<file path="src/c51_pkg.sv">
`default_nettype none

package c51_pkg;

   ////////////////////////////////////////////////////////////
   // widths and base types

   localparam int pc_w   = 10;   // 1k code space
   localparam int byte_w = 8;
   localparam int dptr_w = 16;
   localparam int grp_w  = 5;    // upper opcode bits of the rn forms

   typedef logic [pc_w-1:0]   pc_t;
   typedef logic [byte_w-1:0] byte_t;
   typedef logic [dptr_w-1:0] dptr_t;

   // rn view of an opcode byte
   typedef struct packed {
      logic [grp_w-1:0]        grp;
      logic [byte_w-grp_w-1:0] idx;
   } rn_op_t;

   typedef union packed {
      byte_t  full;
      rn_op_t rn;
   } opcode_u;

   // one issued instruction, fetch to execute
   typedef struct packed {
      opcode_u op;
      byte_t   b1;
      byte_t   b2;
      pc_t     next_pc;   // pc after the last operand byte
   } instr_t;

   typedef struct packed {
      logic taken;
      pc_t  target;
   } redirect_t;

   typedef enum logic [2:0] {
      st_fetch,
      st_decode0,
      st_decode1,
      st_decode2,
      st_execute
   } core_state_e;

   ////////////////////////////////////////////////////////////
   // opcodes, full byte

   localparam byte_t op_nop          = 8'h00;
   localparam byte_t op_inc_a        = 8'h04;
   localparam byte_t op_dec_a        = 8'h14;
   localparam byte_t op_add_a_imm    = 8'h24;
   localparam byte_t op_jc           = 8'h40;
   localparam byte_t op_jnc          = 8'h50;
   localparam byte_t op_jz           = 8'h60;
   localparam byte_t op_jnz          = 8'h70;
   localparam byte_t op_mov_a_imm    = 8'h74;
   localparam byte_t op_sjmp         = 8'h80;
   localparam byte_t op_mov_dptr_imm = 8'h90;
   localparam byte_t op_subb_a_imm   = 8'h94;
   localparam byte_t op_clr_c        = 8'hC3;
   localparam byte_t op_setb_c       = 8'hD3;
   localparam byte_t op_movx_a_dptr  = 8'hE0;
   localparam byte_t op_clr_a        = 8'hE4;
   localparam byte_t op_movx_dptr_a  = 8'hF0;
   localparam byte_t op_cpl_a        = 8'hF4;

   // rn forms, group only
   localparam logic [grp_w-1:0] op_add_a_rn   = 5'b00101;   // 28..2f
   localparam logic [grp_w-1:0] op_mov_rn_imm = 5'b01111;   // 78..7f
   localparam logic [grp_w-1:0] op_subb_a_rn  = 5'b10011;   // 98..9f
   localparam logic [grp_w-1:0] op_djnz_rn    = 5'b11011;   // d8..df
   localparam logic [grp_w-1:0] op_mov_a_rn   = 5'b11101;   // e8..ef
   localparam logic [grp_w-1:0] op_mov_rn_a   = 5'b11111;   // f8..ff

   // movx map
   localparam dptr_t TX_DATA_ADDR = 16'h0201;
   localparam dptr_t TX_STAT_ADDR = 16'h0200;

endpackage

`default_nettype wire

</file>
<file path="src/uart_rx.sv">
`timescale 1ns/1ps
`default_nettype none

module uart_rx #(
   parameter int CLKS_PER_BIT = 104
) (
   input  logic           i_clk,
   input  logic           i_nrst,
   input  logic           i_rx,
   output c51_pkg::byte_t o_byte,
   output logic           o_valid
);

   localparam int               cnt_w    = $clog2(CLKS_PER_BIT);
   localparam logic [cnt_w-1:0] cnt_full = cnt_w'(CLKS_PER_BIT - 1);
   localparam logic [cnt_w-1:0] cnt_half = cnt_w'(CLKS_PER_BIT / 2 - 1);

   typedef enum logic [1:0] {rx_idle, rx_start, rx_data, rx_stop} rx_state_e;

   rx_state_e        state;
   logic [1:0]       rx_sync;
   logic [cnt_w-1:0] cnt;
   logic [2:0]       bit_cnt;
   c51_pkg::byte_t   shift;

   always_ff @(posedge i_clk or negedge i_nrst) begin
      if (!i_nrst) begin
         rx_sync <= 2'b11;   // line idles high
         state   <= rx_idle;
         cnt     <= '0;
         bit_cnt <= '0;
         o_valid <= 1'b0;
      end else begin
         rx_sync <= {rx_sync[0], i_rx};
         o_valid <= 1'b0;
         cnt     <= cnt + 1'b1;
         case (state)
            rx_idle: begin
               cnt <= '0;
               if (!rx_sync[1]) state <= rx_start;   // start edge
            end
            rx_start: if (cnt == cnt_half) begin
               cnt     <= '0;
               bit_cnt <= '0;
               state   <= rx_sync[1] ? rx_idle : rx_data;   // glitch, back to idle
            end
            rx_data: if (cnt == cnt_full) begin
               cnt     <= '0;
               bit_cnt <= bit_cnt + 1'b1;
               if (bit_cnt == 3'd7) state <= rx_stop;
            end
            rx_stop: if (cnt == cnt_full) begin
               o_valid <= 1'b1;
               state   <= rx_idle;
            end
            default: state <= rx_idle;
         endcase
      end
   end

   // lsb arrives first
   always_ff @(posedge i_clk) begin
      if (state == rx_data && cnt == cnt_full) shift <= {rx_sync[1], shift[7:1]};
   end

   assign o_byte = shift;

endmodule

`default_nettype wire

</file>
<file path="config.mk">
export PLATFORM = sky130hd
export DESIGN_NAME = uart_rx
export DESIGN_NICKNAME = d
export VERILOG_FILES = /design/src/c51_pkg.sv /design/src/uart_rx.sv
export SDC_FILE = /design/constraint.sdc
export NUM_CORES = 1
export LEC_CHECK = 0
export BUFFER_PORTS_ARGS = -buffer_cell sky130_fd_sc_hd__buf_2
export CORE_ASPECT_RATIO = 1.4
export CORE_UTILIZATION = 40
export CTS_BUF_LIST = sky130_fd_sc_hd__clkbuf_4 sky130_fd_sc_hd__clkbuf_8
export CTS_CLUSTER_SIZE = 25
export DETAILED_ROUTE_END_ITERATION = 6
export PLACE_DENSITY = 0.6
export SYNTH_ARGS = -nofsm -noshare
export SYNTH_HDL_FRONTEND = slang
export SYNTH_SLANG_ARGS = --single-unit
</file>
<file path="constraint.sdc">
create_clock -name i_clk -period 3.2 [get_ports i_clk]
set_input_delay 0.64 -clock i_clk [delete_from_list [all_inputs] [get_ports i_clk]]
set_output_delay 0.64 -clock i_clk [all_outputs]
set_load 0.005 [all_outputs]
</file>
; ---- After elaboration in Yosys (flattened, before gate mapping)
; Index checks and enable logic that the tools add are counted.
[totals]
reg_bits = 23
inputBits = 3
output_inout_bits = 9
word_cells = 39
[classes]
n_addsub = 2
eq_ne = 11
n_mux = 15
n_reduce_logical = 5
[op_table]
columns = operator, count
row1 = $pmux W7 S3, 1
row2 = $mux W7, 2
row3 = $mux W2, 6
row4 = $ne A2 B2 Y1 const B, 5
row5 = $pmux W2 S4, 1
row6 = $add A7 B1 Y7 const B, 1
row7 = $eq A7 B6 Y1 const B, 1
row8 = $eq A7 B7 Y1 const B, 1
row9 = $mux W3, 2
row10 = $pmux W3 S2, 1
row11 = $reduce_and A5 Y1, 1
row12 = $eq A2 B2 Y1 const B, 2
row13 = $add A3 B1 Y3 const B, 1
row14 = $eq A3 B3 Y1 const B, 1
row15 = $reduce_and A3 Y1, 1
row16 = $eq A2 B1 Y1 const B, 1
row17 = $logic_not A2 Y1, 1
row18 = $mux W1, 2
row19 = $reduce_bool A2 Y1, 1
row20 = $logic_and A1 B1 Y1, 1

; ---- Logic depth before layout (Yosys ltp)
[logic_depth]
ltp_word = 4
mapped_depth = 5
depth_no_buf = 5

; ---- Worst setup path after synthesis
; No wires, ideal clock.
[synth_timing]
path_kind = reg-to-reg
from = register cnt[0]
to = register shift[0] (netlist: o_byte[0]), enable pin
setup_time_ns = 0.385
arrival_ns = 1.416
required_time_ns = 2.815
setup_slack_ns = 1.399
stages_incl_launch_ff = 4
path_buffers = 0
period_less_slack_ns = 1.801
cell_sequence = dfrtp_1 > ha_1 > nand2b_1 > nor4_2
[synth_via]
elab_chain_cells = 2
[synth_lines]
columns = item, line_no
row1 = from (decl), uart_rx.sv:22  ; logic [cnt_w-1:0] cnt;
row2 = from (signal assigned), uart_rx.sv:36  ; cnt <= cnt + 1'b1;
row3 = $eq A7 B7 Y1, uart_rx.sv:63  ; if (state == rx_data && cnt == cnt_full) shift <= {rx_sync[1], shift[7:1]};
row4 = $logic_and A1 B1 Y1, uart_rx.sv:63
row5 = to (signal assigned), uart_rx.sv:63
row6 = to (decl), uart_rx.sv:24  ; c51_pkg::byte_t shift;
; No other way between the ends.
; A chain may end at the register's enable or synchronous reset.

; ---- Worst setup path after layout
[layout_timing]
from = register cnt[0]
to = register cnt[5]
[layout_via]
elab_chain_cells = 3
word_cells_on_any_way = 6
classes_between = add/sub (1) / eq/ne (2) / mux (3)
[layout_lines]
columns = item, line_no
row1 = "$add A7 B1 Y7, or another cell as far along", uart_rx.sv:36
row2 = "$mux W7, on equally long branches", "uart_rx.sv:47, uart_rx.sv:42"
row3 = $pmux W7 S3 (*), uart_rx.sv:37  ; case (state)
; Mark *: on every way between the ends. The rest lies on a longest branch, timed or not.

==> summary.md <==
| Metric | Value |
|---|---|
| Clock Path Buffers | 2 |
| Unrepaired setup endpoints after global routing | false |
| Hold-fix buffer count after cts | 0 |
| Count leader, synth | dfrtp_1 |
| Clk_lat worst skew | 0.30 ns |
| Post-Syn Instances | 77 |
| H-Tree Depth | 1 |
| Worst r2r path cells | 4 |
| CTS tree | done |
| Post-synthesis cell area | 998 um^2 |
| Slew headroom | 69.2% |
| Core area | 2360 um^2 |
| Std-Cell Rows | 21 |
| Synth top area cells | dfrtp_1 33%, edfxtp_1 24%, dfstp_2 5.3% |
| Failing checks | design-rule violations |
| Fmax | 617 MHz |
| Pwr/cell area | 400 nW/um^2 |
| HPWL after DPL | 1210 um |
| PostCTS Resize Cnt | 0 |
| Die area | 2700 um^2 |
| Leakage | 0.477 nW |
| Register area share after synthesis | 61.9% |
| Die W | 44.2 um |
| Wirelength per Cell | 14.5 um |
| Minimum clock period after layout | 1.62 ns |
| Startpoint types | flop |
| Hold Crit Class | input pin to asynchronous set/reset pin |
| Final Skew | 0.00412 ns |
| Via density | 5.92 |
| Grt total ovfl | 0 |
| Vias in the first global route | 613 |
| Via count | 687 |
| Setup crit end kind | flop |
| IO Pins | 12 |
| Max-cap violations | 0 |
| Syn_area_per_cell | 13.0 um^2 |
| Seq cells post-synth | 23 |
| Pins Over Slew Limit | 0 |
| Initial Util | 42.2% |
| Layout cells sized above 1 | 22.6% |
| Arrival time at the worst endpoint | 1.80 ns |
| Yosys warns | 0 |
| Worst setup path class | flop to flop |
| Yosys top cell by area | dfrtp_1 |
| Num CTS Buffers | 3 |
| Area Overhead vs Synth | 12.2% |
| CP max FO | 7 |
| Final #Nets | 101 |
| Post-Route WL | 1690 um |
| Post-route antenna net violation count | 0 |
| Status | complete, but fails checks |
| Endpoints failing setup | 0 |
| First-pass GRT wire length | 2640 um |
| Largest net degree at the start of global routing | 16 |
| Hold Slack | 0.214 ns |
| Top_reg_cell synth | dfrtp_1 |
| Placer's final routability congestion estimate | 0.749 |
| Final Cycle Share | 50.7% |
| Number of synthesized flops with an enable pin | 8 |
| Top cell type's share of synthesized area | 32.6% |
| Reg clk slew, reported paths | 0.12 ns |
| Peak VDD IR | 0.000243 V |
| Iter 0 DRT Violations | 27 |
| Final hold vios | 0 |
| Commonest cells in the netlist | 13 x dfrtp_1, 8 x edfxtp_1, 7 x a21oi_1 |
| Post-CTS setup buffers | 0 |
| Count of cell types in the netlist | 31 |
| FFs w/ async S/R, synth | 65.2% |
| CTS sink cnt | 23 |
| Total GRT Usage | 13.5% |
| Syn Nets | 84 |
| Residual DRC | 1 |
| PortBufs | 11 |
| N_diodes | 0 |
| Setup TNS Final | 0 ns |
| Die Y-Extent | 61.1 um |
| CTS root buf | clkbuf_4 |
| Worst EP required | 3.38 ns |
| Initial antenna violation count | 0 |
| First-pass detailed-route iteration total | 6 |
| Worst-Margin Slew | 0.460 ns |
[flip-flops by register name (all words and copies together) (netlist names), named ones only]
signal / count
cnt: 7
o_valid: 1
bit_cnt: 3
state: 1
o_byte: 8
rx_sync: 2
[report_power, final]
part / internal [mW] / total, mW / switching, mW
sequential: 0.305 / 0.306 / 0.000664
combinational: 0.000947 / 0.00475 / 0.00380
clock: 0.0571 / 0.137 / 0.0804
[worst paths after layout]
path                                  from    endpoint  slack, ns
worst max-delay path                cnt[0]      cnt[5]       1.58
worst min-delay path                i_nrst     o_valid       0.21
worst min register to register  rx_sync[0]  rx_sync[1]       0.36
worst max register to register      cnt[0]      cnt[5]       1.58
max in group asynchronous           i_nrst  rx_sync[1]       2.69
min in group i_clk              rx_sync[0]  rx_sync[1]       0.36
[critical path: stages (launching register included)]
cell and delay (ns):
dfrtp_1 0.42, ha_1 0.21, nor3b_1 0.42, a21o_1 0.32, a22oi_1 0.13
[metal layers]
layer | vias to the layer above | GRT usage (%) | wire length, um
li1 | 331 | - | -
met1 | 338 | 14.3 | 709
met2 | 14 | 25.2 | 901
met3 | 4 | 1.76 | 43
met4 | 0 | 7.79 | 31
met5 | - | 0 | 0
[per-stage QoR]
| step | cell area [um^2] | instances | power [mW] | util, % | worst slack (ns) |
|---|---|---|---|---|---|
| 2_1_floorplan | 998 | 77 | 0.312 | - | 1.40 |
| 3_3_place_gp | 1090 | 112 | 0.317 | 46.1 | 1.69 |
| 3_5_place_dp | 1090 | 112 | 0.317 | 46.1 | 1.63 |
| 4_1_cts | 1120 | 116 | 0.456 | 47.4 | 1.60 |
| 5_1_grt | 1120 | 116 | 0.464 | 47.4 | 1.47 |
| 6_report | 1120 | 116 | 0.448 | 47.4 | 1.58 |
[area by class of cell]
cell class	instances	area (um^2)
well taps	23	28.8
multi-input cells	49	362
flip-flops and latches	23	618
repair buffers	12	62.6
inverters	5	18.8
clock buffers	4	30.0
fillers	213	1240
[cell families (layout without fill, tap and decap cells)]
logic type | Yosys count | count (layout) | share of synthesized area [%]
compound gates | 24 | 24 | 15.9
xor+xnor | 3 | 3 | 2.63
fa+ha+maj | 4 | 4 | 5.01
buf+inv | 5 | 21 | 1.88
flops | 23 | 23 | 61.9
simple gates | 18 | 18 | 12.7
[cell usage in the layout, fill, tap and decap left out, types with 2 or more instances in the layout]
cell type  netlist  layout
a221oi_1         3       3
a21oi_1          7       7
xor2_1           2       2
inv_1            5       5
or3_1            2       2
ha_1             4       4
nand3_1          3       3
edfxtp_1         8       8
buf_2            0      11
clkbuf_4         0       4
a22oi_1          2       2
dfrtp_1         13      13
nand2_1          3       3
o21ai_0          5       5
dfstp_2          2       2
No activity file was read; power rests on OpenSTA's default activity.
