[config.mk]
export PLATFORM = sky130hd
export DESIGN_NAME = execute_unit
export DESIGN_NICKNAME = d
export VERILOG_FILES = /design/src/c51_pkg.sv /design/src/execute_unit.sv
export SDC_FILE = /design/constraint.sdc
export NUM_CORES = 1
export LEC_CHECK = 0
export ABC_CLOCK_PERIOD_IN_PS = 4180
export BUFFER_PORTS_ARGS = -buffer_cell sky130_fd_sc_hd__buf_2
export CAP_MARGIN = 20
export CORE_ASPECT_RATIO = 1.1
export CORE_UTILIZATION = 50
export CTS_BUF_LIST = sky130_fd_sc_hd__clkbuf_4
export DETAILED_ROUTE_END_ITERATION = 8
export PLACE_DENSITY = 0.77
export REMOVE_ABC_BUFFERS = 1
export SYNTH_ARGS = -nofsm -noshare
export SYNTH_HDL_FRONTEND = slang
export SYNTH_SLANG_ARGS = --single-unit
[constraint.sdc]
create_clock -name i_clk -period 4.18 [get_ports i_clk]
set_input_delay 0.418 -clock i_clk [delete_from_list [all_inputs] [get_ports i_clk]]
set_output_delay 0.418 -clock i_clk [all_outputs]
set_load 0.05 [all_outputs]
[src/c51_pkg.sv]
`default_nettype none

package c51_pkg;

   ////////////////////////////////////////////////////////////
   // widths and base types

   localparam int pc_w   = 10;   // 1k code space
   localparam int byte_w = 8;
   localparam int dptr_w = 16;
   localparam int grp_w  = 5;    // upper opcode bits of the rn forms

   typedef logic [pc_w-1:0]   pc_t;
   typedef logic [byte_w-1:0] byte_t;
   typedef logic [dptr_w-1:0] dptr_t;

   // rn view of an opcode byte
   typedef struct packed {
      logic [grp_w-1:0]        grp;
      logic [byte_w-grp_w-1:0] idx;
   } rn_op_t;

   typedef union packed {
      byte_t  full;
      rn_op_t rn;
   } opcode_u;

   // one issued instruction, fetch to execute
   typedef struct packed {
      opcode_u op;
      byte_t   b1;
      byte_t   b2;
      pc_t     next_pc;   // pc after the last operand byte
   } instr_t;

   typedef struct packed {
      logic taken;
      pc_t  target;
   } redirect_t;

   typedef enum logic [2:0] {
      st_fetch,
      st_decode0,
      st_decode1,
      st_decode2,
      st_execute
   } core_state_e;

   ////////////////////////////////////////////////////////////
   // opcodes, full byte

   localparam byte_t op_nop          = 8'h00;
   localparam byte_t op_inc_a        = 8'h04;
   localparam byte_t op_dec_a        = 8'h14;
   localparam byte_t op_add_a_imm    = 8'h24;
   localparam byte_t op_jc           = 8'h40;
   localparam byte_t op_jnc          = 8'h50;
   localparam byte_t op_jz           = 8'h60;
   localparam byte_t op_jnz          = 8'h70;
   localparam byte_t op_mov_a_imm    = 8'h74;
   localparam byte_t op_sjmp         = 8'h80;
   localparam byte_t op_mov_dptr_imm = 8'h90;
   localparam byte_t op_subb_a_imm   = 8'h94;
   localparam byte_t op_clr_c        = 8'hC3;
   localparam byte_t op_setb_c       = 8'hD3;
   localparam byte_t op_movx_a_dptr  = 8'hE0;
   localparam byte_t op_clr_a        = 8'hE4;
   localparam byte_t op_movx_dptr_a  = 8'hF0;
   localparam byte_t op_cpl_a        = 8'hF4;

   // rn forms, group only
   localparam logic [grp_w-1:0] op_add_a_rn   = 5'b00101;   // 28..2f
   localparam logic [grp_w-1:0] op_mov_rn_imm = 5'b01111;   // 78..7f
   localparam logic [grp_w-1:0] op_subb_a_rn  = 5'b10011;   // 98..9f
   localparam logic [grp_w-1:0] op_djnz_rn    = 5'b11011;   // d8..df
   localparam logic [grp_w-1:0] op_mov_a_rn   = 5'b11101;   // e8..ef
   localparam logic [grp_w-1:0] op_mov_rn_a   = 5'b11111;   // f8..ff

   // movx map
   localparam dptr_t TX_DATA_ADDR = 16'h0201;
   localparam dptr_t TX_STAT_ADDR = 16'h0200;

endpackage

`default_nettype wire

[src/execute_unit.sv]
`timescale 1ns/1ps
`default_nettype none

module execute_unit (
   input  logic                i_clk,
   input  logic                i_nrst,
   input  c51_pkg::instr_t     i_instr,
   input  logic                i_valid,
   output logic                o_ready,
   output c51_pkg::redirect_t  o_redirect,
   output c51_pkg::byte_t      o_tx_byte,
   output logic                o_tx_valid,
   input  logic                i_tx_ready,
   input  logic                i_tx_busy
);

   c51_pkg::byte_t   acc;
   logic             carry;
   c51_pkg::byte_t   regs [8];
   c51_pkg::dptr_t   dptr;

   c51_pkg::opcode_u op;
   c51_pkg::byte_t   r_sel;
   c51_pkg::byte_t   r_dec;
   c51_pkg::byte_t   alu_b;
   logic [8:0]       sum;
   logic [8:0]       diff;    // bit 8 is the borrow
   logic             tx_wr;
   logic             fire;
   logic             br_cond;

   c51_pkg::byte_t   acc_nxt;
   logic             acc_we;
   logic             c_nxt;
   logic             c_we;
   c51_pkg::byte_t   r_nxt;
   logic             r_we;
   logic             dptr_we;

   assign op    = i_instr.op;
   assign r_sel = regs[op.rn.idx];
   assign r_dec = r_sel - 8'd1;   // djnz tests this value
   assign alu_b = (op.rn.grp == c51_pkg::op_add_a_rn || op.rn.grp == c51_pkg::op_subb_a_rn) ?
                  r_sel : i_instr.b1;
   assign sum   = {1'b0, acc} + {1'b0, alu_b};
   assign diff  = {1'b0, acc} - {1'b0, alu_b} - {8'd0, carry};

   ////////////////////////////////////////////////////////////
   // movx map and handshakes

   assign tx_wr      = (op.full == c51_pkg::op_movx_dptr_a) && (dptr == c51_pkg::TX_DATA_ADDR);
   assign o_ready    = ~tx_wr | i_tx_ready;   // only a tx write can stall
   assign fire       = i_valid & o_ready;
   assign o_tx_valid = i_valid & tx_wr;
   assign o_tx_byte  = acc;

   ////////////////////////////////////////////////////////////
   // branches

   always_comb begin
      case (op.full)
         c51_pkg::op_sjmp: br_cond = 1'b1;
         c51_pkg::op_jz:   br_cond = (acc == 8'd0);
         c51_pkg::op_jnz:  br_cond = (acc != 8'd0);
         c51_pkg::op_jc:   br_cond = carry;
         c51_pkg::op_jnc:  br_cond = ~carry;
         default:          br_cond = (op.rn.grp == c51_pkg::op_djnz_rn) && (r_dec != 8'd0);
      endcase
   end

   // signed offset from the next instruction
   assign o_redirect = '{taken:  i_valid & br_cond,
                         target: i_instr.next_pc + c51_pkg::pc_t'($signed(i_instr.b1))};

   ////////////////////////////////////////////////////////////
   // alu and writeback select

   always_comb begin
      acc_nxt = acc;
      acc_we  = 1'b0;
      c_nxt   = carry;
      c_we    = 1'b0;
      r_nxt   = acc;
      r_we    = 1'b0;
      dptr_we = 1'b0;
      case (op.rn.grp)
         c51_pkg::op_add_a_rn: begin
            acc_nxt = sum[7:0];
            acc_we  = 1'b1;
            c_nxt   = sum[8];
            c_we    = 1'b1;
         end
         c51_pkg::op_subb_a_rn: begin
            acc_nxt = diff[7:0];
            acc_we  = 1'b1;
            c_nxt   = diff[8];
            c_we    = 1'b1;
         end
         c51_pkg::op_mov_a_rn: begin
            acc_nxt = r_sel;
            acc_we  = 1'b1;
         end
         c51_pkg::op_mov_rn_a:   r_we = 1'b1;
         c51_pkg::op_mov_rn_imm: begin
            r_nxt = i_instr.b1;
            r_we  = 1'b1;
         end
         c51_pkg::op_djnz_rn: begin
            r_nxt = r_dec;
            r_we  = 1'b1;
         end
         default: begin
            acc_we = 1'b1;   // most single-byte forms touch a
            case (op.full)
               c51_pkg::op_mov_a_imm: acc_nxt = i_instr.b1;
               c51_pkg::op_add_a_imm: begin
                  acc_nxt = sum[7:0];
                  c_nxt   = sum[8];
                  c_we    = 1'b1;
               end
               c51_pkg::op_subb_a_imm: begin
                  acc_nxt = diff[7:0];
                  c_nxt   = diff[8];
                  c_we    = 1'b1;
               end
               c51_pkg::op_inc_a: acc_nxt = acc + 8'd1;   // carry untouched
               c51_pkg::op_dec_a: acc_nxt = acc - 8'd1;
               c51_pkg::op_cpl_a: acc_nxt = ~acc;
               c51_pkg::op_clr_a: acc_nxt = 8'd0;
               c51_pkg::op_clr_c: begin
                  acc_we = 1'b0;
                  c_nxt  = 1'b0;
                  c_we   = 1'b1;
               end
               c51_pkg::op_setb_c: begin
                  acc_we = 1'b0;
                  c_nxt  = 1'b1;
                  c_we   = 1'b1;
               end
               c51_pkg::op_mov_dptr_imm: begin
                  acc_we  = 1'b0;
                  dptr_we = 1'b1;
               end
               c51_pkg::op_movx_a_dptr: begin
                  // status reads busy, anything else reads zero
                  acc_nxt = (dptr == c51_pkg::TX_STAT_ADDR) ? {7'd0, i_tx_busy} : 8'd0;
               end
               default: acc_we = 1'b0;   // nop, jumps, movx write
            endcase
         end
      endcase
   end

   always_ff @(posedge i_clk or negedge i_nrst) begin
      if (!i_nrst) begin
         acc   <= '0;
         carry <= 1'b0;
         dptr  <= '0;
         for (int i = 0; i < 8; i++) begin
            regs[i] <= '0;
         end
      end else if (fire) begin
         if (acc_we) acc <= acc_nxt;
         if (c_we) carry <= c_nxt;
         if (r_we) regs[op.rn.idx] <= r_nxt;
         if (dptr_we) dptr <= {i_instr.b1, i_instr.b2};   // high byte first
      end
   end

endmodule

`default_nettype wire

# Word-level counts from Yosys, hierarchy flattened
# Index checks and enable logic that the tools add are counted.
dict set report totals {
  register_bits 89
  out_inout_bits 21
  wordCells 96
}
dict set report op_classes {
  add_sub_neg 7
  n_lt_le_gt_ge 2
  n_eq_ne 25
  n_mux 21
  n_bitwise 10
  n_reduce_logical 20
}
# cell n
set ops {}
lappend ops {{$eq 8x8->1 const B} 9}
lappend ops {{$bwmux 64} 1}
lappend ops {{$pmux 8 s8} 1}
lappend ops {{$eq 8x7->1 const B} 5}
lappend ops {{$eq 16x10->1 const B} 2}
lappend ops {{$mux 8} 4}
lappend ops {{$pmux 8 s4} 1}
lappend ops {{$bmux 8 s3} 1}
lappend ops {{$demux 8 s3} 1}
lappend ops {{$eq 5x5->1 const B} 4}
lappend ops {{$pmux 8 s2} 1}
lappend ops {{$reduce_bool 8->1} 2}
lappend ops {{$sub 8x1->8 const B} 2}
lappend ops {{$reduce_bool 11->1} 1}
lappend ops {{$add 10x10->10} 1}
lappend ops {{$add 8x8->9} 1}
lappend ops {{$sub 8x8->9} 1}
lappend ops {{$sub 9x1->9} 1}
lappend ops {{$add 8x1->8 const B} 1}
lappend ops {{$eq 8x3->1 const B} 1}
lappend ops {{$eq 8x5->1 const B} 1}
lappend ops {{$eq 8x6->1 const B} 1}
lappend ops {{$logic_not 8->1} 1}
lappend ops {{$not 8->8} 1}
lappend ops {{other kinds (23)} 40}

# Logic depth before layout (Yosys ltp)
dict set report logic_depth {
  word_depth 9
  mapped_depth 17
}

# Worst setup path after synthesis
# Ideal clock, no wire load.
dict set report synth_path {
  kind {input-to-reg}
  startpoint {in i_instr[28] in the netlist's numbering}
  endpoint {reg acc[6], in the netlist o_tx_byte[6]}
  setup_time_ns 0.120
  arrival_time_ns 3.885
  required_ns 4.060
  slack_ns 0.175
  stages 16
  path_buffers 3
  cell_sequence {buf_4 > buf_4 > buf_1 > mux2i_1 > nor2_1 > or3_1 > o21ai_0 > inv_1 > fa_1 > a21bo_2 > a211oi_1 > xor2_1 > nand2_1 > o221ai_1 > mux2_4 > a31o_1}
}
dict set report synth_via {
  elab_chain_cells 9
  word_cells_on_any_way 28
  classes_between {add/sub (3); eq/ne (9); mux (8); bitwise (4); reduce/logical (4)}
}
# item line
set synth_rtl {}
lappend synth_rtl {{from (decl)} execute_unit.sv:7} ;# input c51_pkg::instr_t i_instr,
lappend synth_rtl {{$not 3->4 (not written as such)} execute_unit.sv:41} ;# assign r_sel = regs[op.rn.idx];
lappend synth_rtl {{$bmux 8 s3} execute_unit.sv:41}
lappend synth_rtl {{$mux 8 (not written as such) (2 in series)} execute_unit.sv:41}
lappend synth_rtl {{$mux 8} execute_unit.sv:43} ;# assign alu_b = (op.rn.grp == c51_pkg::op_add_a_rn || op.rn.grp == c51_pkg::op_subb_a_rn) ?
lappend synth_rtl {{$sub 8x8->9} execute_unit.sv:46} ;# assign diff = {1'b0, acc} - {1'b0, alu_b} - {8'd0, carry};
lappend synth_rtl {{$sub 9x1->9} execute_unit.sv:46}
lappend synth_rtl {{$pmux 8 s8} execute_unit.sv:114} ;# case (op.full)
lappend synth_rtl {{$pmux 8 s4} execute_unit.sv:86} ;# case (op.rn.grp)
lappend synth_rtl {{to (signal assigned)} execute_unit.sv:163} ;# if (acc_we) acc <= acc_nxt;
lappend synth_rtl {{to (decl)} execute_unit.sv:17} ;# c51_pkg::byte_t acc;
# Several ways; a longest one is shown, not always the timed one. The select of a mux whose other input is x is not followed.
# A chain may end at the register's enable or synchronous reset.

==> flow_summary_export.csv <==
group,metric,value,unit
outcome,status,"complete, no violations",
timing,fin_tns_setup,0,ns
place,portBuffers,59,
detailed_routing,num_vias,5783,
place,post-dp-hpwl,13.8,mm
global_routing,grt.total_usage,27.6,%
clock_tree,path_clk_slew,0.16,ns
setup_path,critPathMaxFanout,4,
detailed_routing,drtIter0Drc,347,
synth,syn_inst,720,
detailed_routing,route.detailed.drc,0,
hold_path,min_path_type,"input pin to flop",
power,intPower,1.73,mW
synth,synth.avg_cell_area,9.05,um2
power,p_total,3.12,mW
clock_tree,postCtsHoldBufs,0,
timing,slew_violations,0,
power,p_leak,3.35,nW
setup_path,endpoint_kind,"primary output",
timing,finalCritPeriodShare,89.7,%
synth,synth.cell_area,6520,um2
clock_tree,postCtsSetupRepairBufs,0,
floorplanning,num_rows,43,
power,p_seq_share,36.3,%
clock_tree,cts_tree,"yes",
floorplanning,pin_count,60,
power,p_switching,1.39,mW
timing,hold_viol_final,0,
synth,yosysUniqueCellTypes,69,
setup_path,startpoint_type,"flop",
setup_path,worstPathRequired,3.76,ns
setup_path,crit_arrival,3.33,ns
timing,finalClockSkew,0.0250,ns
synth,yosys.area.top_type,"dfrtp_1",
timing,setup_viol,0,
global_routing,grt_pass1_vias,5629,
finish,fin_nets,857,
clock_tree,numCtsBuffers,9,
power,p_sw_share,44.5,%
synth,seq_area_frac_synth,34.2,%
global_routing,antenna_found_initial,0,
floorplanning,start_util,51.5,%
synth,ys_warn_count,0,
finish,antennaDiodeCount,0,
power,power_density,434,nW/um2
synth,yosys-top-cells-area,"dfrtp_1, ha_1, mux2_2",
clock_tree,htreeDepth,3,
synth,async_flop_share,100,%
floorplanning,core_area,12600,um2
finish,drive_above_1_share,18.4,%
finish,final_cell_count_no_fill,936,
power,power_frac_clock,16.5,%
clock_tree,cts.sinks,89,
setup_path,worst-setup-path-type,"flop to primary output",
finish,area_delta_synth_final,10.2,%
timing,fin_crit,3.75,ns
floorplanning,die_area,13500,um2
clock_tree,cts-root-buf,"clkbuf_4",
place,dp.cells,918,
power,combPwrFrac,47.2,%
synth,synthTopCellsByCount,"dfrtp_1, nand2_1, nor2_1, o21ai_0, a21oi_1",
synth,synthFlopType,"dfrtp_1",
timing,relSlewSlack,37.5,%
timing,rsz0062_at_grt,"false",
global_routing,grt_pass1_wl,28.9,mm
power,ir_worst_vdd,0.300,mV
timing,clock.fmax,267,MHz
clock_tree,insertion_delay,0.49,ns
place,gp_congestion,0.970,
synth,yosysMostFrequentCell,"dfrtp_1",
synth,yosys.area.top_type_share,34.2,%
detailed_routing,drtPass1Iterations,5,
detailed_routing,wl,18.5,mm
clock_tree,cts_resized,0,
floorplanning,die_w,111,um
detailed_routing,routedWlPerCell,19.8,um
detailed_routing,drtAntennaViolNets,0,
global_routing,grt_start_max_net_pins,90,
synth,synth_edf_count,0,
floorplanning,die_y,122,um
synth,synth-seq-cells,89,
global_routing,grt-ovfl-total,0,
run,maxCapViolations,0,
detailed_routing,routed_via_density,6.18,
clock_tree,cts_buffer_depth,2,
timing,worst_pin_slew,0.938,ns
metal layers:
| metal | global-route usage (%) | vias to the layer above | part of all wire (%) |
|---|---|---|---|
| met5 | 0 | - | 0 |
| met4 | 12.4 | 0 | 3.1 |
| met3 | 4.68 | 43 | 5.7 |
| met2 | 47.5 | 191 | 49 |
| met1 | 34.3 | 2814 | 42 |
| li1 | - | 2735 | - |
kinds of logic after synthesis:
| family | after synthesis | share of synthesized area [%] |
|---|---|---|
| buf+inv | 73 | 4.53 |
| flops | 89 | 34.2 |
| fa+ha+maj | 44 | 9.02 |
| simple gates | 216 | 16.3 |
| mux | 60 | 11.1 |
| xor+xnor | 33 | 4.43 |
| compound gates | 205 | 20.4 |
critical path: stages (launching register included):
cell,delay (ns)
dfrtp_1,0.42
mux4_2,0.47
mux2i_1,0.31
inv_1,0.16
nor4_1,0.43
nand4_1,0.22
xnor2_1,0.19
a41oi_1,0.31
buf_2,0.33
state kept, by name, summed over array words and instances (netlist names):
register   flops
regs          64
o_tx_byte      8
dptr          16
carry          1
per-stage QoR:
step | hold WS, ns | setup WS, ns | util, % | area [um2]
finish | 0.168 | 0.430 | 56.8 | 7180
global route | 0.142 | 0.303 | 56.8 | 7180
CTS | 0.153 | 0.476 | 56.5 | 7140
detailed placement | 0.469 | 0.179 | 55.4 | 7000
global placement | 0.456 | 0.189 | 55.4 | 7000
floorplan | 0.122 | 0.150 | - | 6360
layout by cell type, fill, tap and decap left out, types with 6 or more instances in the layout:
master / instances
a211oi_1: 7
a21o_1: 6
a21oi_1: 51
a221oi_1: 8
a22oi_1: 9
and2_1: 6
and3_1: 6
buf_2: 58
buf_4: 18
clkbuf_4: 10
dfrtp_1: 89
ha_1: 39
inv_1: 37
mux2_2: 33
mux2i_1: 20
mux4_2: 6
nand2_1: 69
nand2b_1: 7
nand3_1: 9
nor2_1: 58
nor2b_1: 7
nor3_1: 14
nor4_1: 8
o21ai_0: 57
o21bai_1: 6
o31ai_1: 17
xnor2_1: 19
xor2_1: 14
worst paths after layout:
| path | start | to | slack [ns] | cells after the start |
|---|---|---|---|---|
| setup / recovery | regs[48] | o_redirect[10] | 0.43 | 8 |
| hold / removal | i_instr[13] | dptr[3] | 0.17 | 2 |
| setup reg to reg | regs[48] | o_tx_byte[3] | 0.47 | 12 |
| hold reg to reg | regs[41] | regs[41] | 0.50 | 2 |
| max in group asynchronous | i_nrst | regs[22] | 3.12 | 3 |
| min in group asynchronous | i_nrst | regs[5] | 0.43 | 2 |
power by group through the flow:
| stage | clock (mW) | combinational [mW] | sequential [mW] |
|---|---|---|---|
| 6_report | 0.514 | 1.47 | 1.13 |
| 2_1_floorplan | 0 | 0.966 | 1.20 |
| 3_5_place_dp | 0 | 1.45 | 1.15 |
| 5_1_grt | 0.558 | 1.61 | 1.15 |
| 3_3_place_gp | 0 | 1.42 | 1.14 |
| 4_1_cts | 0.523 | 1.46 | 1.13 |
final cells by class:
type,count,area [um2]
Timing Repair Buffer,79,483
Sequential cell,89,2230
Clock inverter,6,66.3
Tap cell,157,196
Clock buffer,10,75.1
Inverter,37,139
Multi-Input combinational cell,558,4000
Fill cell,1134,5460
(Power assumes the default switching activity.)
