## config.mk

```make
export PLATFORM = sky130hd
export DESIGN_NAME = fetch_decode
export DESIGN_NICKNAME = d
export VERILOG_FILES = /design/src/c51_pkg.sv /design/src/fetch_decode.sv
export SDC_FILE = /design/constraint.sdc
export NUM_CORES = 1
export LEC_CHECK = 0
export BUFFER_PORTS_ARGS = -buffer_cell sky130_fd_sc_hd__buf_2
export CAP_MARGIN = 20
export CORE_MARGIN = 2
export CORE_UTILIZATION = 51
export DETAILED_ROUTE_END_ITERATION = 7
export PLACE_DENSITY = 0.84
export RECOVER_POWER = 50
export SLEW_MARGIN = 30
export SYNTH_ARGS = -nofsm -noshare
export SYNTH_HDL_FRONTEND = slang
export SYNTH_SLANG_ARGS = --single-unit
```

## constraint.sdc

```tcl
create_clock -name i_clk -period 2.6 [get_ports i_clk]
set_clock_uncertainty 0.1 [all_clocks]
set_input_delay 0.65 -clock i_clk [delete_from_list [all_inputs] [get_ports i_clk]]
set_output_delay 0.65 -clock i_clk [all_outputs]
set_load 0.02 [all_outputs]
```

## src/c51_pkg.sv

```systemverilog
`default_nettype none

package c51_pkg;

   ////////////////////////////////////////////////////////////
   // widths and base types

   localparam int pc_w   = 10;   // 1k code space
   localparam int byte_w = 8;
   localparam int dptr_w = 16;
   localparam int grp_w  = 5;    // upper opcode bits of the rn forms

   typedef logic [pc_w-1:0]   pc_t;
   typedef logic [byte_w-1:0] byte_t;
   typedef logic [dptr_w-1:0] dptr_t;

   // rn view of an opcode byte
   typedef struct packed {
      logic [grp_w-1:0]        grp;
      logic [byte_w-grp_w-1:0] idx;
   } rn_op_t;

   typedef union packed {
      byte_t  full;
      rn_op_t rn;
   } opcode_u;

   // one issued instruction, fetch to execute
   typedef struct packed {
      opcode_u op;
      byte_t   b1;
      byte_t   b2;
      pc_t     next_pc;   // pc after the last operand byte
   } instr_t;

   typedef struct packed {
      logic taken;
      pc_t  target;
   } redirect_t;

   typedef enum logic [2:0] {
      st_fetch,
      st_decode0,
      st_decode1,
      st_decode2,
      st_execute
   } core_state_e;

   ////////////////////////////////////////////////////////////
   // opcodes, full byte

   localparam byte_t op_nop          = 8'h00;
   localparam byte_t op_inc_a        = 8'h04;
   localparam byte_t op_dec_a        = 8'h14;
   localparam byte_t op_add_a_imm    = 8'h24;
   localparam byte_t op_jc           = 8'h40;
   localparam byte_t op_jnc          = 8'h50;
   localparam byte_t op_jz           = 8'h60;
   localparam byte_t op_jnz          = 8'h70;
   localparam byte_t op_mov_a_imm    = 8'h74;
   localparam byte_t op_sjmp         = 8'h80;
   localparam byte_t op_mov_dptr_imm = 8'h90;
   localparam byte_t op_subb_a_imm   = 8'h94;
   localparam byte_t op_clr_c        = 8'hC3;
   localparam byte_t op_setb_c       = 8'hD3;
   localparam byte_t op_movx_a_dptr  = 8'hE0;
   localparam byte_t op_clr_a        = 8'hE4;
   localparam byte_t op_movx_dptr_a  = 8'hF0;
   localparam byte_t op_cpl_a        = 8'hF4;

   // rn forms, group only
   localparam logic [grp_w-1:0] op_add_a_rn   = 5'b00101;   // 28..2f
   localparam logic [grp_w-1:0] op_mov_rn_imm = 5'b01111;   // 78..7f
   localparam logic [grp_w-1:0] op_subb_a_rn  = 5'b10011;   // 98..9f
   localparam logic [grp_w-1:0] op_djnz_rn    = 5'b11011;   // d8..df
   localparam logic [grp_w-1:0] op_mov_a_rn   = 5'b11101;   // e8..ef
   localparam logic [grp_w-1:0] op_mov_rn_a   = 5'b11111;   // f8..ff

   // movx map
   localparam dptr_t TX_DATA_ADDR = 16'h0201;
   localparam dptr_t TX_STAT_ADDR = 16'h0200;

endpackage

`default_nettype wire

```

## src/fetch_decode.sv

```systemverilog
`timescale 1ns/1ps
`default_nettype none

module fetch_decode (
   input  logic                i_clk,
   input  logic                i_nrst,
   input  logic                i_loaded,
   input  c51_pkg::byte_t      i_code,
   output c51_pkg::pc_t        o_code_addr,
   output c51_pkg::instr_t     o_instr,
   output logic                o_valid,
   input  logic                i_ready,
   input  c51_pkg::redirect_t  i_redirect
);

   c51_pkg::core_state_e state;
   c51_pkg::pc_t         pc;
   c51_pkg::opcode_u     code_op;   // live code byte seen as an opcode
   c51_pkg::opcode_u     op_q;
   c51_pkg::byte_t       b1_q;
   c51_pkg::byte_t       b2_q;
   logic                 fire;

   // instruction length in bytes
   function automatic logic [1:0] instr_len(input c51_pkg::opcode_u op);
      logic [1:0] len;
      case (op.full)
         c51_pkg::op_mov_dptr_imm: len = 2'd3;
         c51_pkg::op_mov_a_imm,
         c51_pkg::op_add_a_imm,
         c51_pkg::op_subb_a_imm,
         c51_pkg::op_sjmp,
         c51_pkg::op_jz,
         c51_pkg::op_jnz,
         c51_pkg::op_jc,
         c51_pkg::op_jnc:          len = 2'd2;
         default:                  len = 2'd1;   // nop, and unknown runs as nop
      endcase
      if (op.rn.grp == c51_pkg::op_mov_rn_imm || op.rn.grp == c51_pkg::op_djnz_rn) begin
         len = 2'd2;
      end
      return len;
   endfunction

   assign code_op     = i_code;
   assign o_code_addr = pc;
   assign o_valid     = (state == c51_pkg::st_execute);
   assign fire        = o_valid & i_ready;
   assign o_instr     = '{op: op_q, b1: b1_q, b2: b2_q, next_pc: pc};

   ////////////////////////////////////////////////////////////
   // state sequence and pc

   always_ff @(posedge i_clk or negedge i_nrst) begin
      if (!i_nrst) begin
         state <= c51_pkg::st_fetch;
         pc    <= '0;
      end else begin
         case (state)
            c51_pkg::st_fetch: begin
               if (i_loaded) state <= c51_pkg::st_decode0;   // held until program is in
            end
            c51_pkg::st_decode0: begin
               pc    <= pc + 1'b1;
               state <= (instr_len(code_op) == 2'd1) ? c51_pkg::st_execute :
                                                       c51_pkg::st_decode1;
            end
            c51_pkg::st_decode1: begin
               pc    <= pc + 1'b1;
               state <= (instr_len(op_q) == 2'd3) ? c51_pkg::st_decode2 :
                                                    c51_pkg::st_execute;
            end
            c51_pkg::st_decode2: begin
               pc    <= pc + 1'b1;
               state <= c51_pkg::st_execute;
            end
            c51_pkg::st_execute: begin
               if (fire) begin
                  if (i_redirect.taken) pc <= i_redirect.target;
                  state <= c51_pkg::st_fetch;
               end
            end
            default: state <= c51_pkg::st_fetch;
         endcase
      end
   end

   // opcode and operand latches
   always_ff @(posedge i_clk) begin
      case (state)
         c51_pkg::st_decode0: op_q <= code_op;
         c51_pkg::st_decode1: b1_q <= i_code;
         c51_pkg::st_decode2: b2_q <= i_code;
         default: ;
      endcase
   end

endmodule

`default_nettype wire

```

# Yosys cells after proc, flatten, opt, wreduce, memory -nomap -nowiden
# Index checks and enable logic that the tools add are counted.
# Widths: inputs -> output; s select.
dict set report word_totals {
  regBits 37
  latch_bits 0
  ram_bits 0
  romBits 0
  in_bits 23
  output_inout_bits 45
  wordCells 61
  mem_count 0
}
dict set report classes {
  add_sub_neg 1
  multipliers 0
  div_mod_pow 0
  n_lt_le_gt_ge 0
  n_eq_ne 31
  n_shift 0
  muxes 14
  n_bitwise 1
  reduce_logical 9
}
# operator n
set ops {}
lappend ops {{$eq 8x7->1 const B} 10}
lappend ops {{$eq 8x8->1 const B} 6}
lappend ops {{$mux 10} 2}
lappend ops {{$pmux 10 s2} 1}
lappend ops {{$eq 8x6->1 const B} 2}
lappend ops {{$reduce_or 8->1} 2}
lappend ops {{$pmux 3 s5} 1}
lappend ops {{$mux 3} 4}
lappend ops {{$add 10x1->10 const B} 1}
lappend ops {{$eq 5x4->1 const B} 2}
lappend ops {{$eq 5x5->1 const B} 2}
lappend ops {{$mux 2} 4}
lappend ops {{$pmux 2 s2} 2}
lappend ops {{$eq 3x2->1 const B} 2}
lappend ops {{$ne 2x1->1 const B} 2}
lappend ops {{$eq 3x1->1 const B} 1}
lappend ops {{$eq 3x3->1 const B} 1}
lappend ops {{$logic_not 3->1} 1}
lappend ops {{$reduce_and 3->1} 1}
lappend ops {{$reduce_or 3->1} 1}
lappend ops {{$eq 2x1->1 const B} 1}
lappend ops {{$eq 2x2->1 const B} 1}
lappend ops {{$logic_or 1x1->1} 2}
lappend ops {{$ne 2x2->1 const B} 1}
lappend ops {{3 further kinds} 3}

# Longest topological paths before layout
# Gate-level depths: netlist of run 1.
dict set report depth {
  ltp_word 8
  depth_mapped 6
  depth_no_buf 5
}

# Least setup slack after synthesis of run 1
# Ideal clock, no wire load.
dict set report synth_timing {
  kind {reg2out}
  from {reg state[1]}
  to {out o_valid}
  arrival_ns 1.030
  t_required_ns 1.850
  slack_ns 0.820
  path_stages_with_launch 4
  path_cell_list {dfrtp_1 or3b_1 buf_2 clkinv_2}
}
dict set report synth_via {
  elab_chain_len 1
}
# item line_no
set synth_lines {}
lappend synth_lines {{from (decl)} fetch_decode.sv:16} ;# c51_pkg::core_state_e state;
lappend synth_lines {{from (signal assigned)} fetch_decode.sv:56} ;# state <= c51_pkg::st_fetch;
lappend synth_lines {{from (signal assigned)} fetch_decode.sv:61} ;# if (i_loaded) state <= c51_pkg::st_decode0;
lappend synth_lines {{from (signal assigned)} fetch_decode.sv:65} ;# state <= (instr_len(code_op) == 2'd1) ? c51_pkg::st_execute :
lappend synth_lines {{$eq 3x3->1} fetch_decode.sv:47} ;# assign o_valid = (state == c51_pkg::st_execute);
lappend synth_lines {{to (decl)} fetch_decode.sv:11} ;# output logic o_valid,
# No other way between the ends.

# Final worst setup path of run 1
dict set report layout_timing {
  from {reg state[2]}
  to {out o_valid}
}
# The elaborated chain is that of the path after synthesis.

==> flow_metrics.tcl, run 1 <==
set metrics [dict create \
    antennaDiodeCount 0 \
    filler_cell_count 255 \
    synth_fp_nets 164 \
    worstSetupPathType "flop to output pin" \
    antenna_left 0 \
    drive_gt1_share_pct 33.83 \
    worstPathMaxFanout 8 \
    critical_path.cell_chain "or3b_1 > clkinv_2 > buf_2" \
    p_leak_nw 0.8599 \
    final_common_cell "buf_2" \
    syn_inst 140 \
    power_density_mw_per_mm2 1126 \
    wl_per_cell_um 15.16 \
    drc 0 \
    slew_violations 0 \
    grt_start_max_net_pins 23 \
    rsz0062_at_grt "false" \
    status "finished, final reports clean" \
    grt_overflow_total 0 \
    initial_core_util_pct 54.23 \
    cts_max_path_buffers 2 \
    synth_area_per_cell_um2 11.92 \
    avgViaCountPerCell 5.469 \
    dr.first_iter.drc_count 181 \
    worst_pin_slew_ns 0.8531 \
    worstSkewPairLatency_ns 0.34 \
    clk_pin_slew_ns 0.11 \
    fp.dieArea_mm2 0.003746 \
    synth_seq_cells 37 \
    grt_pass1_vias 1294 \
    endpoint_kind "output pin" \
    clock_sinks 37 \
    cp_data_arrival_time_ns 1.52 \
    async_flop_share_pct 35.14 \
    dr_total_vias 1340 \
    irDropWorstVdd_mv 0.6148 \
    fmaxAchievable_mhz 439.8 \
    netlist_area_mm2 0.001669 \
    cts_tree "done" \
    num_rows 20 \
    dpl.hpwl_um 2678 \
    clockRootBuffer "clkbuf_4" \
    fp.dieW_um 61.21 \
    fin_nets 224 \
    fin_crit_sh_pct 87.45 \
    cts_hold_buffers 0 \
    max_stage_delay_ns 0.49 \
    grtUsageTotal_pct 21.87 \
    final_cell_mix "buf_2, edfxtp_1, a21oi_1" \
    io_buffers 67 \
    multi_input_area_um2 509.2 \
    maxCapViolations 0 \
    post_cts_buffers 0 \
    hold_viol_final 0 \
    cp_slowest_cell "dfrtp_1" \
    setup-violations-final 0 \
    wirelength_um 3715 \
    crit_required_ns 1.85 \
    worstSetupStartpointType "flop" \
    hold_class "input pin to async pin" \
    ios 68 \
    htree_levels 2 \
    synth_cell_types 35 \
    fin_util_pct 66.75 \
    grt_pass1_wl_um 5844 \
    synth_seq_area_share_pct 62.67 \
    place_congestion 0.8129 \
    synth_warnings 0 \
    die_h_um 61.21 \
    ys.flop_type "edfxtp_1" \
    post-route-min-period_ns 2.274 \
    core_area_mm2 0.003078 \
    cts_made_buffers 5 \
    seq_area_mm2 0.001046 \
    cts-resized-gates 0 \
    area_delta_synth_final_pct 23.09 \
    first_pass_iters 4 \
    timing.slew.headroom_pct 43.13 \
    fin_tns_setup_ns 0 \
    synth_edf_count 24 \
    antenna_found_initial 0 \
]
==> layout make-up <==
| class | count | area share (%) |
|---|---|---|
| Inverter | 3 | 0.6090 |
| Clock inverter | 3 | 3.350 |
| Clock buffer | 5 | 1.827 |
| Multi-Input combinational cell | 85 | 24.79 |
| Sequential cell | 37 | 50.91 |
| Tap cell | 44 | 2.680 |
| Timing Repair Buffer | 68 | 15.83 |
==> synthesized netlist by cell type, types with 2 or more instances <==
cell type / instances / area [um^2]
a21oi_1: 14 / 70.07
a2bb2oi_1: 5 / 43.79
and3_1: 2 / 12.51
and4_1: 2 / 17.52
buf_2: 2 / 10.01
buf_4: 11 / 82.58
dfrtp_1: 13 / 325.3
edfxtp_1: 24 / 720.7
inv_1: 2 / 7.510
nand2_1: 12 / 45.04
nand3_1: 5 / 25.02
nand4_1: 5 / 31.28
nor2_1: 5 / 18.77
nor2b_1: 4 / 25.02
nor3_1: 2 / 10.01
o21ai_0: 7 / 35.03
o21ai_1: 4 / 20.02
o22ai_1: 4 / 25.02
==> power breakdown <==
| part | leakage [nW] | internal, mW | switching (mW) |
|---|---|---|---|
| Combinational | 0.432 | 0.314 | 0.581 |
| Sequential | 0.372 | 0.759 | 0.159 |
| Clock | 0.0558 | 0.303 | 0.200 |
| Total | 0.860 | 1.37 | 0.939 |
==> cell families (layout without fill, tap and decap cells) <==
logic type      count (synthesis)  in the layout  synth area share, %
flops                          37             37                62.67
fa+ha+maj                       1              1               0.7495
mux                             1              1               0.5997
compound gates                 40             40                14.47
buf+inv                        18             79                7.196
simple gates                   43             43                14.32
==> worst max-delay path, delay by kind of cell (launching register included) <==
| family | cells | cell delay, ns |
|---|---|---|
| flip-flops | 1 | 0.49 |
| AND/OR/NAND/NOR | 1 | 0.41 |
| buffers and inverters | 2 | 0.30 |
==> final timing paths <==
kind,start,end,slack [ns],cells after the start
worst max-delay path,state[2],o_valid,0.33,3
worst min-delay path,i_nrst,state[0],0.23,1
worst max register to register,state[2],o_code_addr[2],0.53,5
worst min register to register,state[2],state[0],0.49,1
max in group asynchronous,i_nrst,o_code_addr[5],1.72,1
min in group i_clk,i_loaded,state[0],0.45,3
==> sequential cells by signal, indices dropped and copies added, names as in the netlist <==
register and count:
o_code_addr 10, b1_q 8, b2_q 8, op_q 8
state 3
==> per-stage QoR <==
step	instance area (um^2)	power, mW	hold slack, ns	instances	worst slack (ns)
after floorplan	1669	1.635	0.2544	140	0.8196
after global placement	1959	1.779	0.4342	237	0.6397
after detailed placement	1959	1.823	0.4549	237	0.5616
after CTS	2066	2.323	0.07798	245	0.3248
after global routing	2054	2.468	0.2397	245	0.2135
final	2054	2.314	0.2277	245	0.3264
==> routing by layer <==
metal	routed length, um	global-route usage (%)	up-vias	share of wire (%)
li1	-	-	641	-
met1	1513	25.59	621	41
met2	1851	37.08	72	50
met3	296	8.193	6	8.0
met4	54	7.453	0	1.5
met5	0	0	-	0
(Power assumes the default switching activity.)
==> inputs of run 2 (changes only) <==
--- a/config.mk
+++ b/config.mk
@@ -5,10 +5,11 @@
 export SDC_FILE = /design/constraint.sdc
 export NUM_CORES = 1
 export LEC_CHECK = 0
+export ABC_AREA = 1
 export BUFFER_PORTS_ARGS = -buffer_cell sky130_fd_sc_hd__buf_2
 export CAP_MARGIN = 20
 export CORE_MARGIN = 2
-export CORE_UTILIZATION = 51
+export CORE_UTILIZATION = 52
 export DETAILED_ROUTE_END_ITERATION = 7
 export PLACE_DENSITY = 0.84
 export RECOVER_POWER = 50
==> flow_metrics.tcl, run 2 <==
set metrics [dict create \
    synth_compound_area_share_pct 6.223 \
    met3_length_um 237 \
    final_cell_mix "buf_2, nand2_1, edfxtp_1" \
    cp_slowest_cell "dfrtp_1" \
    fin_crit_sh_pct 88.43 \
    cts-resized-gates 0 \
    fin_tns_setup_ns 0 \
    synth_seq_area_share_pct 59.80 \
    timing.slew.headroom_pct 51.73 \
    dr_total_vias 1443 \
    synth_edf_count 24 \
    initial_core_util_pct 53.26 \
    p_switching_mw 1.029 \
    final_common_cell "buf_2" \
    clk_pin_slew_ns 0.12 \
    place_area_mm2 0.002066 \
    yosys.area_share.simple_pct 23.32 \
    synth_top_area_share_pct 41.20 \
    setup-violations-final 0 \
    rr_endpoint "b2_q[4]" \
    crit_buf_inv 2 \
    netlist_area_mm2 0.001749 \
    fp.dieW_um 62 \
    place_congestion 0.8207 \
    cp_data_arrival_time_ns 1.55 \
    critical_path.cell_chain "nor2_2 > nand2_2 > inv_2 > buf_2" \
    worstSkewPairLatency_ns 0.35 \
    grt_pass1_wl_um 4940 \
    ys_top_cells_by_area "edfxtp_1, dfrtp_1, nand2_1" \
    switching_share_pct 45.67 \
    r2r-start "state[2]" \
    largest_register_ffs 10 \
    wl_per_cell_um 11.74 \
    antennaDiodeCount 0 \
    rsz0062_at_grt "false" \
    final-instance-count-excl-fill 295 \
    fmaxAchievable_mhz 434.9 \
    filler_cell_count 281 \
    p_leak_nw 1.008 \
    cts_max_path_buffers 2 \
    fin_nets 272 \
    syn_inst 184 \
    synth_warnings 0 \
    cts_made_buffers 5 \
    synth_cell_types 26 \
    seq_power_share_pct 41.1 \
    area_delta_synth_final_pct 20.39 \
    wirelength_um 3462 \
    antenna_left 0 \
    highest_layer "met4" \
    synth_seq_cells 37 \
    avgViaCountPerCell 4.892 \
    reg2regPathDepth 2 \
    drive_gt1_share_pct 31.33 \
    num_rows 21 \
    status "finished, final reports clean" \
    wl_met1_um 1539 \
    htree_levels 2 \
    synth_xor_area_share_pct 1.001 \
    fin_util_pct 64.11 \
    post_cts_buffers 0 \
    crit_required_ns 1.85 \
    clock_sinks 37 \
    synth_fp_nets 208 \
    worstSetupStartpointType "flop" \
    worstSetupPathType "flop to output pin" \
    clockRootBuffer "clkbuf_4" \
    cts_tree "done" \
    maxCapViolations 0 \
    yosys.area.top_type "edfxtp_1" \
    p_clk_share_pct 13.4 \
    ios 68 \
    cts_hold_buffers 0 \
    fp.dieArea_mm2 0.003844 \
    grt_pass1_vias 1151 \
    die_h_um 62 \
    max_stage_delay_ns 0.43 \
    synth_top_family_by_area "simple AND/OR/NAND/NOR gates" \
    holdWs_ns 0.2149 \
    grtUsageTotal_pct 18.60 \
    ys.flop_type "edfxtp_1" \
    power_density_mw_per_mm2 1070 \
    r2r_slack_ns 1.04 \
    dr.first_iter.drc_count 116 \
    p_comb_share_pct 45.5 \
    synth_area_per_cell_um2 9.506 \
    grt_start_max_net_pins 18 \
    endpoint_kind "output pin" \
    slew_violations 0 \
    irDropWorstVdd_mv 0.5174 \
    antenna_found_initial 0 \
    synth.top_cells.by_count "nand2_1, edfxtp_1, nor2_1" \
    place_ws_ns 0.7121 \
    dp_cells 287 \
    yosys-mux-area-fraction_pct 0 \
    async_flop_share_pct 35.14 \
    hold_class "input pin to async pin" \
    cp_top_family "flip-flops" \
    wl_met2_um 1625 \
    drc 0 \
    dpl.hpwl_um 2594 \
    synthAdderAreaFrac_pct 0.7153 \
    total_power_mw 2.253 \
    post-route-worst-setup-slack_ns 0.3007 \
    io_buffers 67 \
    hold_viol_final 0 \
    worst_pin_slew_ns 0.7240 \
    finalInstanceArea_mm2 0.002106 \
    worstPathMaxFanout 17 \
    first_pass_iters 5 \
    post-route-min-period_ns 2.299 \
    grt_overflow_total 0 \
    p_int_mw 1.224 \
    synth_most_common_cell "nand2_1" \
    core_area_mm2 0.003284 \
]
run 2: changes by cell type in the layout (fill, tap and decap cells not counted), sizes merged, moves of 4 or more:
cell,previous run,this run
nand2,12,55
inv,3,17
nand3,5,10
nand4,5,1
a21oi,14,4
nor2,5,25
nor2b,4,0
a2bb2oi,5,0
o22ai,4,0
run 2: kinds of logic after synthesis:
group / count (synthesis)
and+or+nand+nor: 96
DFF: 37
buffers and inverters: 29
AOI/OAI and AO/OA: 19
xor gates and xnor gates: 2
adders and majority gates: 1
run 2: layer usage:
metal / vias up / GRT usage (%)
met4: 0 / 10.03
met5: - / 0
li1: 724 / -
met3: 7 / 6.004
met2: 54 / 28.72
met1: 658 / 23.26
run 2: cell type report:
type,instances,area [um^2],area share [%]
clock buffer,5,37.54,1.783
clock inverter,3,21.27,1.010
inverter,17,65.06,3.090
multi-input combinational,118,546.8,25.97
sequential,37,1046,49.67
tap,46,57.56,2.733
timing repair buffer,69,331.6,15.75
run 2: power groups by stage:
stage	Clock (mW)	Sequential, mW	Combinational (mW)
detailed placement	0	0.940	1.04
CTS	0.314	0.925	1.04
floorplan	0	1.06	0.712
finish	0.303	0.925	1.02
global placement	0	0.928	1.03
global route	0.336	0.951	1.16
run 2: worst max-delay path by stage:
| stage | end | startpoint | cells past startpoint | slack [ns] |
|---|---|---|---|---|
| 6_report | o_valid | state[1] | 4 | 0.30 |
| 5_1_grt | o_valid | state[1] | 4 | 0.23 |
| 4_1_cts | o_valid | state[1] | 4 | 0.30 |
| 3_5_place_dp | o_valid | state[1] | 4 | 0.71 |
| 3_3_place_gp | o_valid | state[1] | 4 | 0.75 |
| 2_1_floorplan | op_q[0] | state[2] | 1 | 0.93 |
